**config.mk**
```make
export PLATFORM = sky130hd
export DESIGN_NAME = exec_unit
export DESIGN_NICKNAME = d
export VERILOG_FILES = /design/src/hw/rv_isa_pkg.sv /design/src/hw/exec_pkg.sv /design/src/hw/alu.sv /design/src/hw/alu_ext.sv /design/src/hw/divu_remu.sv /design/src/hw/exec_unit.sv
export SDC_FILE = /design/constraint.sdc
export NUM_CORES = 1
export LEC_CHECK = 0
export BUFFER_PORTS_ARGS = -buffer_cell sky130_fd_sc_hd__buf_2
export CORE_UTILIZATION = 25
export DETAILED_ROUTE_END_ITERATION = 8
export GPL_TIMING_DRIVEN = 0
export PLACE_DENSITY_LB_ADDON = 0.08
export SLEW_MARGIN = 20
export SYNTH_ARGS = -nofsm -noshare
export SYNTH_HDL_FRONTEND = slang
export SYNTH_SLANG_ARGS = --single-unit
```
**constraint.sdc**
```tcl
create_clock -name clk -period 6.43 [get_ports clk]
set_clock_uncertainty 0.2 [all_clocks]
set_input_delay 1.286 -clock clk [delete_from_list [all_inputs] [get_ports clk]]
set_output_delay 1.286 -clock clk [all_outputs]
set_load 0.05 [all_outputs]
```
**src/hw/rv_isa_pkg.sv**
```systemverilog
package rv_isa_pkg;

    // base widths of the integer ISA
    localparam int LEN_WORD  = 32;
    localparam int LEN_FUNC3 = 3;
    localparam int LEN_FUNC7 = 7;
    localparam int LEN_SHAMT = 5;

    typedef logic [LEN_WORD-1:0]  word_t;
    typedef logic [LEN_FUNC3-1:0] func3_t;
    typedef logic [LEN_FUNC7-1:0] func7_t;
    typedef logic [LEN_SHAMT-1:0] shamt_t;

    // RV32I register-register func3 codes
    localparam func3_t FUNC3_ADD  = 3'b000;
    localparam func3_t FUNC3_SL   = 3'b001;
    localparam func3_t FUNC3_SLT  = 3'b010;
    localparam func3_t FUNC3_SLTU = 3'b011;
    localparam func3_t FUNC3_XOR  = 3'b100;
    localparam func3_t FUNC3_SR   = 3'b101;
    localparam func3_t FUNC3_OR   = 3'b110;
    localparam func3_t FUNC3_AND  = 3'b111;

    // M extension codes handled by the divider
    localparam func3_t FUNC3_DIVU = 3'b101;
    localparam func3_t FUNC3_REMU = 3'b111;

    // sub / sra select inside func7
    localparam int FUNC7_MODE_BIT = 5;

    // func7 of every M extension instruction
    localparam func7_t FUNC7_MULDIV = 7'b0000001;

endpackage

```
**src/hw/exec_pkg.sv**
```systemverilog
package exec_pkg;

    // one order as seen by every execute unit
    typedef struct packed {
        rv_isa_pkg::func3_t func3;
        rv_isa_pkg::func7_t func7;
        rv_isa_pkg::word_t  rs1;
        rv_isa_pkg::word_t  rs2;
    } exec_req_t;

    // strobes and result of one unit
    typedef struct packed {
        logic              accepted;
        logic              done;
        rv_isa_pkg::word_t rd;
    } exec_rsp_t;

    // unit whose result is on rd
    typedef enum logic {
        SRC_ALU,
        SRC_EXT
    } exec_src_t;

    // one quotient bit per step
    localparam int DIV_STEPS     = 32;
    localparam int LEN_DIV_COUNT = 6;

    typedef logic [LEN_DIV_COUNT-1:0] div_count_t;

endpackage

```
**src/hw/alu.sv**
```systemverilog
`timescale 1ns/1ps

module alu (
    input  logic                 order,
    output logic                 accepted,
    output logic                 done,
    input  exec_pkg::exec_req_t  req,
    output rv_isa_pkg::word_t    rd,
    input  logic                 clk,
    input  logic                 rst
);
    import rv_isa_pkg::*;

    logic   mode;
    shamt_t shamt;
    word_t  calc_rd;
    word_t  rd_hold;

    // single cycle, never stalls
    assign accepted = order;
    assign done     = order;

    assign mode  = req.func7[FUNC7_MODE_BIT];
    assign shamt = req.rs2[LEN_SHAMT-1:0];

    always_comb begin
        case (req.func3)
            FUNC3_ADD: begin
                calc_rd = mode ? (req.rs1 - req.rs2) : (req.rs1 + req.rs2);
            end
            FUNC3_SL: begin
                calc_rd = req.rs1 << shamt;
            end
            FUNC3_SLT: begin
                calc_rd = {{(LEN_WORD-1){1'b0}}, $signed(req.rs1) < $signed(req.rs2)};
            end
            FUNC3_SLTU: begin
                calc_rd = {{(LEN_WORD-1){1'b0}}, req.rs1 < req.rs2};
            end
            FUNC3_XOR: begin
                calc_rd = req.rs1 ^ req.rs2;
            end
            FUNC3_SR: begin
                // arithmetic shift keeps the sign bit
                calc_rd = mode ? word_t'($signed(req.rs1) >>> shamt) : (req.rs1 >> shamt);
            end
            FUNC3_OR: begin
                calc_rd = req.rs1 | req.rs2;
            end
            FUNC3_AND: begin
                calc_rd = req.rs1 & req.rs2;
            end
            default: begin
                calc_rd = '0;
            end
        endcase
    end

    always_ff @(posedge clk) begin
        if (rst) begin
            rd_hold <= '0;
        end else if (done) begin
            rd_hold <= calc_rd;
        end
    end

    // fresh result in the done cycle, held value after
    assign rd = done ? calc_rd : rd_hold;

endmodule

```
**src/hw/alu_ext.sv**
```systemverilog
`timescale 1ns/1ps

module alu_ext (
    input  logic                order,
    output logic                accepted,
    output logic                done,
    input  exec_pkg::exec_req_t req,
    output rv_isa_pkg::word_t   rd,
    input  logic                clk,
    input  logic                rst
);
    import rv_isa_pkg::*;

    logic  busy;
    logic  order_able;
    logic  is_div;
    logic  want_rem;

    logic  div_order;
    logic  div_accepted;
    logic  div_done;
    word_t div_rd;

    logic  err_order;
    word_t next_rd;
    word_t rd_hold;

    // one extension order at a time
    assign order_able = order & ~busy;

    assign is_div   = (req.func3 == FUNC3_DIVU) | (req.func3 == FUNC3_REMU);
    assign want_rem = (req.func3 == FUNC3_REMU);

    assign div_order = order_able & is_div;

    divu_remu divu_remu_inst (
        .order    (div_order),
        .accepted (div_accepted),
        .done     (div_done),
        .dividend (req.rs1),
        .divisor  (req.rs2),
        .want_rem (want_rem),
        .rd       (div_rd),
        .clk      (clk),
        .rst      (rst)
    );

    // unsupported M codes finish at once with zero
    assign err_order = order_able & ~is_div;

    assign accepted = div_accepted | err_order;
    assign done     = div_done | err_order;

    always_ff @(posedge clk) begin
        if (rst) begin
            busy <= 1'b0;
        end else if (div_accepted) begin
            busy <= 1'b1;
        end else if (div_done) begin
            busy <= 1'b0;
        end
    end

    assign next_rd = div_done  ? div_rd :
                     err_order ? '0     :
                                 rd_hold;

    always_ff @(posedge clk) begin
        if (rst) begin
            rd_hold <= '0;
        end else if (done) begin
            rd_hold <= next_rd;
        end
    end

    assign rd = next_rd;

endmodule

```
**src/hw/divu_remu.sv**
```systemverilog
`timescale 1ns/1ps

module divu_remu (
    input  logic              order,
    output logic              accepted,
    output logic              done,
    input  rv_isa_pkg::word_t dividend,
    input  rv_isa_pkg::word_t divisor,
    input  logic              want_rem,
    output rv_isa_pkg::word_t rd,
    input  logic              clk,
    input  logic              rst
);
    import rv_isa_pkg::*;
    import exec_pkg::*;

    logic       busy;
    div_count_t count;

    word_t rem_q;
    word_t quo_q;
    word_t divisor_q;
    logic  want_rem_q;

    logic [LEN_WORD:0] rem_shift;
    logic [LEN_WORD:0] rem_diff;
    logic              fits;
    word_t             rem_next;
    word_t             quo_next;
    word_t             result;
    word_t             rd_hold;

    assign accepted = order & ~busy;

    // the last step is finished combinationally in the done cycle
    assign done = busy & (count == div_count_t'(DIV_STEPS - 1));

    // shift in the next dividend bit and try to subtract
    assign rem_shift = {rem_q, quo_q[LEN_WORD-1]};
    assign rem_diff  = rem_shift - {1'b0, divisor_q};
    assign fits      = ~rem_diff[LEN_WORD];

    assign rem_next = fits ? rem_diff[LEN_WORD-1:0] : rem_shift[LEN_WORD-1:0];
    assign quo_next = {quo_q[LEN_WORD-2:0], fits};

    // a zero divisor always fits, so quotient is all ones and rem is the dividend
    assign result = want_rem_q ? rem_next : quo_next;

    always_ff @(posedge clk) begin
        if (rst) begin
            busy  <= 1'b0;
            count <= '0;
        end else begin
            if (accepted) begin
                busy  <= 1'b1;
                count <= '0;
            end else if (done) begin
                busy <= 1'b0;
            end else if (busy) begin
                count <= count + 1'b1;
            end
        end
    end

    // quotient register starts as the dividend and fills from the right
    always_ff @(posedge clk) begin
        if (accepted) begin
            rem_q      <= '0;
            quo_q      <= dividend;
            divisor_q  <= divisor;
            want_rem_q <= want_rem;
        end else if (busy) begin
            rem_q <= rem_next;
            quo_q <= quo_next;
        end
    end

    always_ff @(posedge clk) begin
        if (rst) begin
            rd_hold <= '0;
        end else if (done) begin
            rd_hold <= result;
        end
    end

    assign rd = done ? result : rd_hold;

endmodule

```
**src/hw/exec_unit.sv**
```systemverilog
`timescale 1ns/1ps

module exec_unit (
    input  logic                order,
    output logic                accepted,
    output logic                done,
    input  exec_pkg::exec_req_t req,
    output rv_isa_pkg::word_t   rd,
    input  logic                clk,
    input  logic                rst
);
    import rv_isa_pkg::*;
    import exec_pkg::*;

    logic      is_ext;
    logic      alu_order;
    logic      ext_order;
    exec_src_t last_src;
    exec_src_t sel_src;

    wire exec_rsp_t alu_rsp;
    wire exec_rsp_t ext_rsp;

    // route by func7
    assign is_ext    = (req.func7 == FUNC7_MULDIV);
    assign ext_order = order & is_ext;

    // base order waits a cycle when a divide completes
    assign alu_order = order & ~is_ext & ~ext_rsp.done;

    alu alu_inst (
        .order    (alu_order),
        .accepted (alu_rsp.accepted),
        .done     (alu_rsp.done),
        .req      (req),
        .rd       (alu_rsp.rd),
        .clk      (clk),
        .rst      (rst)
    );

    alu_ext alu_ext_inst (
        .order    (ext_order),
        .accepted (ext_rsp.accepted),
        .done     (ext_rsp.done),
        .req      (req),
        .rd       (ext_rsp.rd),
        .clk      (clk),
        .rst      (rst)
    );

    assign accepted = alu_rsp.accepted | ext_rsp.accepted;
    assign done     = alu_rsp.done | ext_rsp.done;

    always_ff @(posedge clk) begin
        if (rst) begin
            last_src <= SRC_ALU;
        end else if (ext_rsp.done) begin
            last_src <= SRC_EXT;
        end else if (alu_rsp.done) begin
            last_src <= SRC_ALU;
        end
    end

    // each unit keeps its own result, so only the source has to be chosen
    assign sel_src = ext_rsp.done ? SRC_EXT :
                     alu_rsp.done ? SRC_ALU :
                                    last_src;

    assign rd = (sel_src == SRC_EXT) ? ext_rsp.rd : alu_rsp.rd;

endmodule

```
After elaboration in Yosys (flattened, before gate mapping)
Cells that the tools add are included.
{"block": "classes", "bitwise_logic": 22, "n_shift": 3, "n_eq_ne": 9, "magnitude_cmp": 2, "reduce_logical": 5, "add_sub_neg": 4, "muxes": 15}
{"op": "two-way mux 32 bit", "n": 10}
{"op": "one-hot mux 32 bit (8 select lines)", "n": 1}
{"op": "< comparator 32 bit", "n": 2}
{"op": "subtractor 33 x 32 -> 33 bit", "n": 1}
{"op": "adder 32 bit", "n": 1}
{"op": "AND 32 bit", "n": 1}
{"op": "OR 32 bit", "n": 1}
{"op": "<< shifter 32 x 5 -> 32 bit", "n": 1}
{"op": ">> shifter 32 x 5 -> 32 bit", "n": 1}
{"op": ">>> shifter 32 x 5 -> 32 bit", "n": 1}
{"op": "subtractor 32 bit", "n": 1}
{"op": "bitwise XOR 32 bit", "n": 1}
{"op": "equality test 3 bit (second input constant)", "n": 4}
{"op": "AND 1 bit", "n": 8}
{"op": "equality test 7 x 1 -> 1 bit (second input constant)", "n": 1}
{"op": "adder 6 x 1 -> 6 bit (second input constant)", "n": 1}
{"op": "equality test 3 x 2 -> 1 bit (second input constant)", "n": 2}
{"op": "equality test 6 x 5 -> 1 bit (second input constant)", "n": 1}
{"op": "NOT 1 bit", "n": 6}
{"op": "OR 1 bit", "n": 5}
{"op": "two-way mux 1 bit", "n": 4}
{"op": "nonzero test 2 bit", "n": 2}
{"op": "equality test 3 x 1 -> 1 bit (second input constant)", "n": 1}
{"op": "logical NOT 3 bit", "n": 1}
{"op": "2 further kinds", "n": 2}
{"block": "totals", "output_inout_bits": 34, "input_bits": 77, "ff_bits": 169, "elab_cells": 69}

Logic depth before layout (Yosys ltp)
Gate-level depths: netlist of the first run.
{"block": "logic_depth", "depth_word": 10, "depth_mapped": 16, "ltp_nobuf": 13}

Hierarchy
From an unflattened synthesis of the first run, not the netlist that was laid out.
{"block": "unflattened", "cells_unflattened": 2595, "hier_area_um2": 20601.0}
{"module": "alu", "cells_per_inst": 1522, "area_per_inst_um2": 10598.9, "n_inst": 1}
{"module": "divu_remu", "cells_per_inst": 796, "area_per_inst_um2": 7708.6, "n_inst": 1}
{"module": "alu_ext", "cells_per_inst": 231, "area_per_inst_um2": 1813.0, "n_inst": 1}
{"module": "exec_unit", "cells_per_inst": 46, "area_per_inst_um2": 480.5, "n_inst": 1}

Worst setup path before layout of the first run
No wires, ideal clock.
{"block": "synth_timing", "path_type": "in2out", "start": "input req[2] (netlist name)", "end": "output rd[24]", "arrival_ns": 5.396, "path_slack_ns": -0.452, "path_stages": 15, "cell_sequence": "inv_2 -> buf_2 -> buf_1 -> clkbuf_1 -> ha_1 -> nor2_1 -> o311ai_1 -> a31oi_1 -> o2111ai_1 -> a2111oi_0 -> o21ai_0 -> o211ai_1 -> xnor2_1 -> a21oi_1 -> a311oi_1"}
{"block": "synth_between", "elab_chain_len": 5, "elab_cells_between_ends": 10, "classes_between": "add/sub (2); shift (3); mux (5)"}
{"item": "start, declared", "line_no": "exec_unit.sv:7", "source": "input exec_pkg::exec_req_t req,"}
{"item": "adder 32 bit (tied with other cells)", "line_no": "alu.sv:29", "source": "calc_rd = mode ? (req.rs1 - req.rs2) : (req.rs1 + req.rs2);"}
{"item": "two-way mux 32 bit, on equally long branches", "line_no": "alu.sv:29, alu.sv:45"}
{"item": "one-hot mux 32 bit (8 select lines) *", "line_no": "alu.sv:27", "source": "case (req.func3)"}
{"item": "two-way mux 32 bit *", "line_no": "alu.sv:68", "source": "assign rd = done ? calc_rd : rd_hold;"}
{"item": "two-way mux 32 bit *", "line_no": "exec_unit.sv:69", "source": "assign rd = (sel_src == SRC_EXT) ? ext_rsp.rd : alu_rsp.rd;"}
{"item": "end, declared", "line_no": "exec_unit.sv:8", "source": "output rv_isa_pkg::word_t rd,"}
Mark *: on every way between the ends. The rest lies on a longest branch, timed or not.

Worst setup path after layout of the first run
{"block": "layout_timing", "start": "input req[0] (netlist name)", "end": "output rd[4]"}
Same word-level chain as after synthesis.

==> results of run 1 <==
critical path, cell delays in order:
cell and delay [ns]:
buf_2 0.25, buf_6 0.18, buf_6 0.19, buf_4 0.31
mux4_2 0.56, mux2i_1 0.31, nor2_1 0.08, o32ai_1 0.51
o21ai_1 0.12, o21ai_0 0.30, o21ai_0 0.30, o21ai_1 0.19
o31ai_1 0.13, buf_2 0.24
synth_stat cells, drive strengths merged, types with 16 or more instances:
cell / instances
nor2: 253
nand2: 234
o21ai: 212
a21oi: 192
inv: 148
ha: 130
clkbuf: 109
dfxtp: 104
mux2i: 70
edfxtp: 65
nand3: 59
buf: 56
o211ai: 47
mux4: 45
nor3: 42
xnor2: 42
a22o: 36
a21o: 30
a211oi: 29
nor2b: 27
mux2: 21
a221oi: 20
o22ai: 19
a31oi: 18
a22oi: 17
xor2: 17
and3: 16
o31ai: 16
sequential cells by signal, indices dropped and copies added, names as in the netlist:
signal / count
alu_ext_inst.divu_remu_inst.rem_q: 32
alu_ext_inst.divu_remu_inst.quo_q: 32
alu_ext_inst.divu_remu_inst.want_rem_q: 1
alu_inst.rd_hold: 32
alu_ext_inst.divu_remu_inst.busy: 1
alu_ext_inst.divu_remu_inst.count: 6
last_src: 1
alu_ext_inst.rd_hold: 32
alu_ext_inst.divu_remu_inst.divisor_q: 32
routing by layer:
metal  vias up  share of wire, %  track usage, %
met2       648                49           48.31
li1       8758                 -               -
met3       154               4.1           2.128
met1      9611                43           35.30
met5         -             0.027               0
met4         4               3.8           8.953
through the flow:
step	cell area [µm²]	setup slack, ns	setup TNS, ns	util (%)	total power [mW]
floorplan	17790	0.07601	0	-	2.374
global placement	19510	-1.999	-49.61	27.80	3.056
detailed placement	19530	-1.977	-44.41	27.83	3.043
CTS	20870	-0.01736	-0.03294	29.76	4.282
global route	21300	-0.06128	-0.09415	30.37	4.507
finish	21300	-0.02732	-0.02732	30.37	4.328
worst max-delay path by stage:
stage / endpoint / cells after the start
detailed placement: rd[24] / 17
finish: rd[4] / 14
global placement: rd[24] / 17
global route: rd[25] / 19
floorplan: rd[18] / 15
CTS: rd[25] / 19
power by group through the flow:
stage / logic (mW) / registers [mW] / clock network [mW]
after floorplan: 1.17 / 1.21 / 0
after global placement: 1.84 / 1.22 / 0
after detailed placement: 1.82 / 1.22 / 0
after CTS: 1.91 / 1.19 / 1.18
after global routing: 2.09 / 1.20 / 1.21
final: 1.98 / 1.20 / 1.16
cells by family after synthesis:
logic type / Yosys count / share of synthesized area [%]
AND/OR/NAND/NOR: 706 / 17.51
AO/OA/AOI/OAI: 783 / 29.03
adder cells (fa/ha/maj): 133 / 9.497
flip-flops: 169 / 22.71
buffers and inverters: 316 / 7.228
XOR/XNOR: 59 / 3.015
multiplexers: 136 / 11.00
timing repair:
action,in CTS,in global routing
setup endpoints to repair,32,30
setup buffers,14,14
pin swaps,27,27
resized for setup,166,78
area by class of cell:
| class | instances | area (µm²) |
|---|---|---|
| Inverter | 151 | 595.6 |
| Clock inverter | 15 | 212.7 |
| Antenna cell | 1 | 2.502 |
| Timing Repair Buffer | 137 | 893.4 |
| Sequential cell | 169 | 4034 |
| Tap cell | 940 | 1176 |
| Multi-Input combinational cell | 1817 | 13120 |
| Clock buffer | 17 | 425.4 |
| Buffer | 159 | 843.3 |
| Fill cell | 7735 | 48850 |
==> metrics.yaml, run 1 <==
yosys:
  synth_fp_nets: 2512
  synth_largest_area_cell: "dfxtp_1"
  yosys-top-cells-area: "dfxtp_1 12%, edfxtp_1 11%, ha_1 9.2%, mux4_2 5.6%, a21oi_1 5.4%"
  ys.flop_type: "dfxtp_1"
  synth_edf_count: 65
  ys_warn_count: 0
  async_flop_share_pct: 0
  postSynthAreaPerCell_um2: 7.715
  yosysSeqAreaShare_pct: 22.71
  synth_cells: 2302
  synth_top_area_share_pct: 11.72
  netlist_area_mm2: 0.01776
  synth-seq-cells: 169
  ys_types: 96
power_and_ir_drop:
  p_sw_share_pct: 42.56
  ir_drop_mv: 0.1964
  seq_power_share_pct: 27.6
  p_int_mw: 2.486
  p_per_area_mw_per_mm2: 203.2
  p_sw_mw: 1.842
  leakage_nw: 8.534
  clkPwrFrac_pct: 26.7
  p_comb_share_pct: 45.7
floorplanning:
  initial_core_util_pct: 25.32
  io_pins: 111
  die_h_um: 268.5
  design.core.area_mm2: 0.07015
  rows: 97
  dieArea_mm2: 0.07211
  die_w_um: 268.5
drt:
  post_drt_wl_per_cell_um: 29.59
  viasPerCell: 5.630
  drc: 0
  wirelength_um: 100800
  postRouteAntennaNets: 0
  first_pass_iters: 7
  drtIter0Drc: 1606
  num_vias: 19180
place:
  dpl.cell_count: 3351
  gp_congestion: 0.9680
  dp_hpwl_um: 83260
  io_buffers: 108
run_status:
  outcome: "complete, but fails checks"
  violations: "negative setup slack"
sta:
  fin_crit_ns: 6.457
  drv_slew: 0
  finalHoldViolCount: 0
  setup_slack_ns: -0.02732
  rsz0062_at_grt: "true"
  setup_violations: 1
  holdWs_ns: 0.2559
  worstMarginPinSlew_ns: 1.192
  max_freq_mhz: 154.9
  timing.final.crit_share_pct: 100.4
  relSlewSlack_pct: 20.53
grt:
  antenna_found_initial: 5
  grt_pass1_wl_um: 140800
  grt_pass1_vias: 18740
  grtUsageTotal_pct: 27.46
  grt_max_degree: 43
  grt_overflow: 0
cells_and_area:
  mostFrequentLayoutCell: "nor2_1"
  final_nets: 2662
  drive_gt1_share_pct: 16.84
  final_cell_mix: "246 x nor2_1, 234 x nand2_1, 179 x a21oi_1, 163 x o21ai_0, 141 x inv_1"
  syn_to_final_growth_pct: 19.96
  fin_cells: 3406
setup_path:
  cp.arrival_ns: 4.97
  crit_path_start_kind: "primary input"
  worst_r2r_path_depth: 14
  cp-startpoint: "req[0]"
  cp_max_fo: 10
  r2r_setup_slack_ns: 2.22
  path_class: "primary input to primary output"
  r2r_end: "alu_ext_inst.rd_hold[23]"
  worstPathRequired_ns: 4.94
  r2r-start: "alu_ext_inst.divu_remu_inst.quo_q[31]"
  cp-end-kind: "primary output"
clocking:
  holdBufCountCts: 0
  clock_latency_ns: 0.45
  clockBufferDepth: 2
  htreeDepth: 4
  root_buffer: "clkbuf_16"
  cts.sinks: 169
  numCtsBuffers: 17
  cts_tree: "yes"
  path_clk_slew_ns: 0.07
hold_path:
  worstHoldStart: "alu_ext_inst.rd_hold[15]"
  hp-class: "flop to flop"
  worstHoldEndpoint: "alu_ext_inst.rd_hold[15]"
  hold-path-cell-count: 2
job:
  drv_cap: 0
Note: power is estimated with default switching activity, not from simulation.
==> run 2: changes to the inputs <==
Settings changed: REMOVE_ABC_BUFFERS set to 1.
==> run 2 against run 1 <==
Effect of this change:
- the run now ends clean
- power is 5.3% lower
- register-to-register slack worse by 0.08 ns
- via count is 5.6% lower
- first-iteration DRC count is 1.1% lower
- critical path depth stayed put
- final cell count is 4.3% lower
- sequential power hardly changed
- die area stayed put
- critical path type unchanged
- critical endpoint is now rd[27]
==> metrics.yaml, run 2 (synthesized netlist as in run 1, its figures left out) <==
floorplanning:
  rows: 97  # unchanged
  initial_core_util_pct: 25.32  # unchanged
  design.core.area_mm2: 0.07015  # unchanged
  die_h_um: 268.5  # unchanged
  io_pins: 111  # unchanged
  die_w_um: 268.5  # unchanged
  dieArea_mm2: 0.07211  # unchanged
sta:
  setup_violations: 0  # was 1
  relSlewSlack_pct: 28.55  # was 20.53%
  max_freq_mhz: 157.5  # was 154.9 MHz
  finalHoldViolCount: 0  # unchanged
  timing.final.crit_share_pct: 98.77  # was 100.4%
  worstMarginPinSlew_ns: 1.072  # was 1.192 ns
  rsz0062_at_grt: "true"  # unchanged
  fin_crit_ns: 6.351  # was 6.457 ns
  setup_slack_ns: 0.07913  # was -0.02732 ns
  drv_slew: 0  # unchanged
clocking:
  clockBufferDepth: 2  # unchanged
  clock_latency_ns: 0.47  # was 0.45 ns
  numCtsBuffers: 17  # unchanged
  root_buffer: "clkbuf_16"  # unchanged
  cts_tree: "yes"  # unchanged
  path_clk_slew_ns: 0.07  # about the same
  holdBufCountCts: 0  # unchanged
  cts.sinks: 169  # unchanged
  htreeDepth: 4  # unchanged
drt:
  viasPerCell: 5.556  # was 5.630
  postRouteAntennaNets: 0  # unchanged
  post_drt_wl_per_cell_um: 25.72  # was 29.59 µm
  drc: 0  # unchanged
  num_vias: 18100  # was 19,180
  wirelength_um: 83790  # was 100,800 µm
  drtIter0Drc: 1589  # was 1,606
  first_pass_iters: 5  # was 7
cells_and_area:
  syn_to_final_growth_pct: 15.63  # was 19.96%
  final_nets: 2514  # was 2,662
  drive_gt1_share_pct: 14.24  # was 16.84%
  mostFrequentLayoutCell: "nor2_1"  # unchanged
  finalInstanceArea_mm2: 0.02054  # was 0.02130 mm²
  final_cell_mix: "245 x nor2_1, 232 x nand2_1, 187 x a21oi_1, 171 x o21ai_0, 141 x inv_1"  # was 246 x nor2_1, 234 x nand2_1, 179 x a21oi_1, 163 x o21ai_0, 141 x inv_1
  post-route-util_pct: 29.27  # was 30.37%
grt:
  grt_max_degree: 71  # was 43
  grtUsageTotal_pct: 22.89  # was 27.46%
  antenna_found_initial: 6  # was 5
  grt_pass1_vias: 17360  # was 18,740
  grt_overflow: 0  # unchanged
  grt_pass1_wl_um: 121000  # was 140,800 µm
place:
  dpl_worst_slack_ns: -2.174  # was -1.977 ns
  place_area_mm2: 0.01926  # was 0.01953 mm²
  dp_hpwl_um: 63960  # was 83,260 µm
  io_buffers: 110  # was 108
  gp_congestion: 0.8952  # was 0.9680
run_status:
  outcome: "complete, no violations"  # was complete, but fails checks
setup_path:
  cp_max_fo: 8  # was 10
  crit_chain: "buf_2, inv_1, ha_1, inv_1, a21oi_1, o21ai_0, o21bai_1, nand3_1, a2111oi_0, a21oi_1, xnor2_1, a21oi_1, o311ai_1, buf_2"  # was buf_2, buf_6, buf_6, buf_4, mux4_2, mux2i_1, nor2_1, o32ai_1, o21ai_1, o21ai_0, o21ai_0, o21ai_1, o31ai_1, buf_2
  crit_path_start_kind: "primary input"  # unchanged
  crit_top_cell: "a21oi_1"
  max_stage_delay_ns: 0.45  # was 0.56 ns
  cp-end-kind: "primary output"  # unchanged
  cp.arrival_ns: 4.86  # was 4.97 ns
  crit_slowest_cell: "ha_1"  # was mux4_2
  worstPathRequired_ns: 4.94  # about the same
  path_class: "primary input to primary output"  # unchanged
power_and_ir_drop:
  leakage_nw: 8.228  # was 8.534 nW
  p_per_area_mw_per_mm2: 199.5  # was 203.2 mW/mm²
  ir_drop_mv: 0.1173  # was 0.1964 mV
hold_path:
  hp-class: "flop to flop"  # unchanged
job:
  drv_cap: 0  # unchanged
-- run 2: changes by cell type in the layout (fill, tap and decap cells not counted), moves of 8 or more --
cell,before,now
a21oi_2,12,3
o21ai_0,163,171
buf_16,1,13
ha_2,1,10
a21oi_1,179,187
buf_1,8,0
buf_4,44,23
buf_2,109,91
clkbuf_1,89,1
clkbuf_2,11,0
-- run 2: critical path, delay by kind of cell --
kind            cells  cell delay (ns)
compound gates      7             1.82
xor+xnor            1             0.18
fa+ha+maj           1             0.45
buf+inv             4             0.86
simple gates        1             0.24
-- run 2: worst paths after layout --
path / start / end / slack (ns) / cells after the start
worst max-delay path: req[50] / rd[27] / 0.08 / 14
worst min-delay path: alu_ext_inst.rd_hold[23] / alu_ext_inst.rd_hold[23] / 0.25 / 2
worst max register to register: alu_ext_inst.divu_remu_inst.quo_q[31] / alu_ext_inst.rd_hold[25] / 2.14 / 13
worst min register to register: alu_ext_inst.rd_hold[23] / alu_ext_inst.rd_hold[23] / 0.25 / 2
-- run 2: layout make-up --
class / instances / area [µm²]
Sequential cell: 169 / 4035
Timing Repair Buffer: 147 / 1314
Multi-Input combinational cell: 1817 / 12810
Antenna cell: 1 / 2.502
Clock buffer: 18 / 429.2
Timing Repair inverter: 1 / 5.005
Tap cell: 940 / 1176
Clock inverter: 14 / 137.6
Inverter: 151 / 623.1
Fill cell: 7687 / 49610
-- run 2: timing repair --
item / in CTS / in global routing
resized for setup: 70 / 42
pin swaps: 6 / 8
buffers inserted: 7 / 8
cloned: 3 / 2
endpoints found under the setup margin: 34 / 29
-- run 2: power by group --
part           leakage [nW]  total (mW)  internal, mW  switching [mW]
clock network         0.274        1.06         0.543           0.513
registers              1.44        1.19          1.16          0.0352
logic                  6.51        1.85         0.664            1.18
-- run 2: per-stage QoR --
stage / setup TNS [ns] / total power [mW] / hold slack [ns] / std cells
after floorplan: -31.01 / 2.297 / 0.2227 / 2137
after global placement: -498.80 / 2.918 / 0.2394 / 3187
after detailed placement: -49.82 / 2.948 / 0.2471 / 3205
after CTS: 0 / 4.069 / 0.2581 / 3247
after global routing: -0.05169 / 4.312 / 0.2673 / 3257
final: 0 / 4.098 / 0.2548 / 3258
-- run 2: metal layers --
metal / vias to the layer above / share of wire [%] / global-route usage (%)
met2: 559 / 45 / 36.17
met5: - / 0 / 0
met1: 9000 / 47 / 32.50
met3: 95 / 4.8 / 2.521
li1: 8446 / - / -
met4: 0 / 2.7 / 6.803
==> run 3: changes to the inputs <==
Settings changed: CORE_UTILIZATION 25 to 40.
==> run 3 against run 2 <==
Effect of this change:
- clock-buffer cell count fell by 1
- die area fell by 37%
- sequential power barely moved
- highest routed layer unchanged
==> metrics.yaml, run 3 (synthesized netlist as in run 1, its figures left out) <==
run_status:
  outcome: "complete, no violations"  # unchanged
sta:
  max_freq_mhz: 156.0  # was 157.5 MHz
  relSlewSlack_pct: 25.15  # was 28.55%
  holdWs_ns: 0.2561  # was 0.2548 ns
  drv_slew: 0  # unchanged
  finalHoldViolCount: 0  # unchanged
  setup_slack_ns: 0.01815  # was 0.07913 ns
  fin_crit_ns: 6.412  # was 6.351 ns
  rsz0062_at_grt: "true"  # unchanged
  setup_violations: 0  # unchanged
  timing.final.crit_share_pct: 99.72  # was 98.77%
  worstMarginPinSlew_ns: 1.121  # was 1.072 ns
cells_and_area:
  post-route-util_pct: 46.15  # was 29.27%
  final_nets: 2508  # was 2,514
  n_antenna_cell: 0  # was 1
  final_cell_mix: "244 x nor2_1, 232 x nand2_1, 186 x a21oi_1, 172 x o21ai_0, 141 x inv_1"  # was 245 x nor2_1, 232 x nand2_1, 187 x a21oi_1, 171 x o21ai_0, 141 x inv_1
  nFillCells: 4453  # was 7,687
  drive_gt1_share_pct: 13.85  # was 14.24%
  syn_to_final_growth_pct: 12.93  # was 15.63%
  mostFrequentLayoutCell: "nor2_1"  # unchanged
clocking:
  root_buffer: "clkbuf_16"  # unchanged
  path_clk_slew_ns: 0.08  # was 0.07 ns
  cts.sinks: 169  # unchanged
  numCtsBuffers: 17  # unchanged
  htreeDepth: 4  # unchanged
  clock_latency_ns: 0.46  # was 0.47 ns
  cts_tree: "yes"  # unchanged
  clockBufferDepth: 2  # unchanged
grt:
  grt_pass1_vias: 17140  # was 17,360
  antenna_found_initial: 5  # was 6
  grtUsageTotal_pct: 32.68  # was 22.89%
  grt_overflow: 0  # unchanged
  grt_pass1_wl_um: 109600  # was 121,000 µm
  grt_max_degree: 71  # unchanged
setup_path:
  worst_r2r_path_depth: 14  # was 13
  cp-end-kind: "primary output"  # unchanged
  cp_max_fo: 57  # was 8
  r2r-start: "alu_ext_inst.divu_remu_inst.quo_q[31]"  # unchanged
  cp.arrival_ns: 4.93  # was 4.86 ns
  path_class: "primary input to primary output"  # unchanged
  crit_path_start_kind: "primary input"  # unchanged
  r2r_setup_slack_ns: 2.25  # was 2.14 ns
  r2r_end: "alu_ext_inst.rd_hold[2]"  # was alu_ext_inst.rd_hold[25]
  worstPathRequired_ns: 4.94  # about the same
drt:
  drc: 0  # unchanged
  postRouteAntennaNets: 0  # unchanged
  wirelength_um: 74540  # was 83,790 µm
  drtIter0Drc: 1987  # was 1,589
  num_vias: 18270  # was 18,100
  viasPerCell: 6.309  # was 5.556
  post_drt_wl_per_cell_um: 25.74  # was 25.72 µm
  first_pass_iters: 6  # was 5
place:
  io_buffers: 110  # unchanged
  gp_congestion: 0.9622  # was 0.8952
  dp_hpwl_um: 55940  # was 63,960 µm
  dpl_worst_slack_ns: -2.035  # was -2.174 ns
job:
  drv_cap: 0  # unchanged
floorplanning:
  die_w_um: 212.7  # was 268.5 µm
  rows: 76  # was 97
  design.core.area_mm2: 0.04346  # was 0.07015 mm²
  die_h_um: 212.7  # was 268.5 µm
  dieArea_mm2: 0.04525  # was 0.07211 mm²
  initial_core_util_pct: 40.87  # was 25.32%
  io_pins: 111  # unchanged
hold_path:
  worstHoldStart: "alu_ext_inst.rd_hold[25]"  # was alu_ext_inst.rd_hold[23]
  worstHoldEndpoint: "alu_ext_inst.rd_hold[25]"  # was alu_ext_inst.rd_hold[23]
  hp-class: "flop to flop"  # unchanged
  hold-path-cell-count: 2  # unchanged
power_and_ir_drop:
  leakage_nw: 8.220  # was 8.228 nW
  finalPower_mw: 4.033  # was 4.098 mW
  ir_drop_mv: 0.1928  # was 0.1173 mV
  p_per_area_mw_per_mm2: 201.1  # was 199.5 mW/mm²
## run 3: layout make-up
cell class,instances,area [µm²],area share [%]
Multi-Input combinational cell,1817,12790,63.77
Sequential cell,169,4034,20.11
Timing Repair Buffer,141,1286,6.413
Tap cell,585,732.0,3.650
Inverter,151,608.1,3.032
Clock buffer,17,425.4,2.121
Clock inverter,15,175.2,0.8734
Timing Repair inverter,1,5.005,0.02495
## run 3: routing by layer
layer  part of all wire (%)  wire [µm]  vias to the layer above  GRT usage [%]
li1                       -          -                     8440              -
met1                     45      33610                     8933          46.50
met2                     44      33150                      788          50.78
met3                    7.5       5615                      110          4.412
met4                    2.9       2166                        0          10.47
met5                      0          0                        -              0
## run 3: metrics by stage
stage	TNS, ns	instances	area (µm²)
global placement	-354.39	2832	18330
CTS	0	2892	19790
detailed placement	-47.14	2849	18770
global route	-0.1300	2896	20060
finish	0	2896	20060
floorplan	-31.01	2137	17040
## run 3: worst max path at each step
stage | startpoint | depth (start not counted) | to | slack, ns
floorplan | req[66] | 6 | rd[27] | -1.57
global placement | req[71] | 7 | rd[17] | -5.07
detailed placement | req[3] | 14 | rd[23] | -2.04
CTS | req[4] | 16 | rd[25] | 0.01
global route | req[4] | 16 | rd[25] | -0.06
finish | req[4] | 16 | rd[25] | 0.02
## run 3: repair_timing
action,CTS,global route
gates cloned,5,2
endpoints found under the setup margin,31,24
buffers inserted,6,2
hold buffers,0,0
resized for setup,58,55
pin swaps,7,9
endpoints found under the hold margin,0,0
## run 3: report_power, final
part	leakage [nW]	total (mW)	switching, mW	internal [mW]
clock	0.294	1.06	0.530	0.525
combinational	6.49	1.78	1.14	0.641
sequential	1.44	1.19	0.0352	1.16
total	8.22	4.03	1.71	2.32
## run 3: critical path: stages
cell and delay, ns:
buf_16 0.22, clkinvlp_4 0.20, ha_2 0.41, nor3b_4 0.31, a211oi_2 0.07, buf_4 0.16, a221oi_4 0.35, o31ai_2 0.16
a211oi_2 0.19, buf_4 0.17, o2111ai_1 0.14, a31oi_1 0.24, xnor2_1 0.11, o221a_1 0.34, o311ai_2 0.31, buf_6 0.20
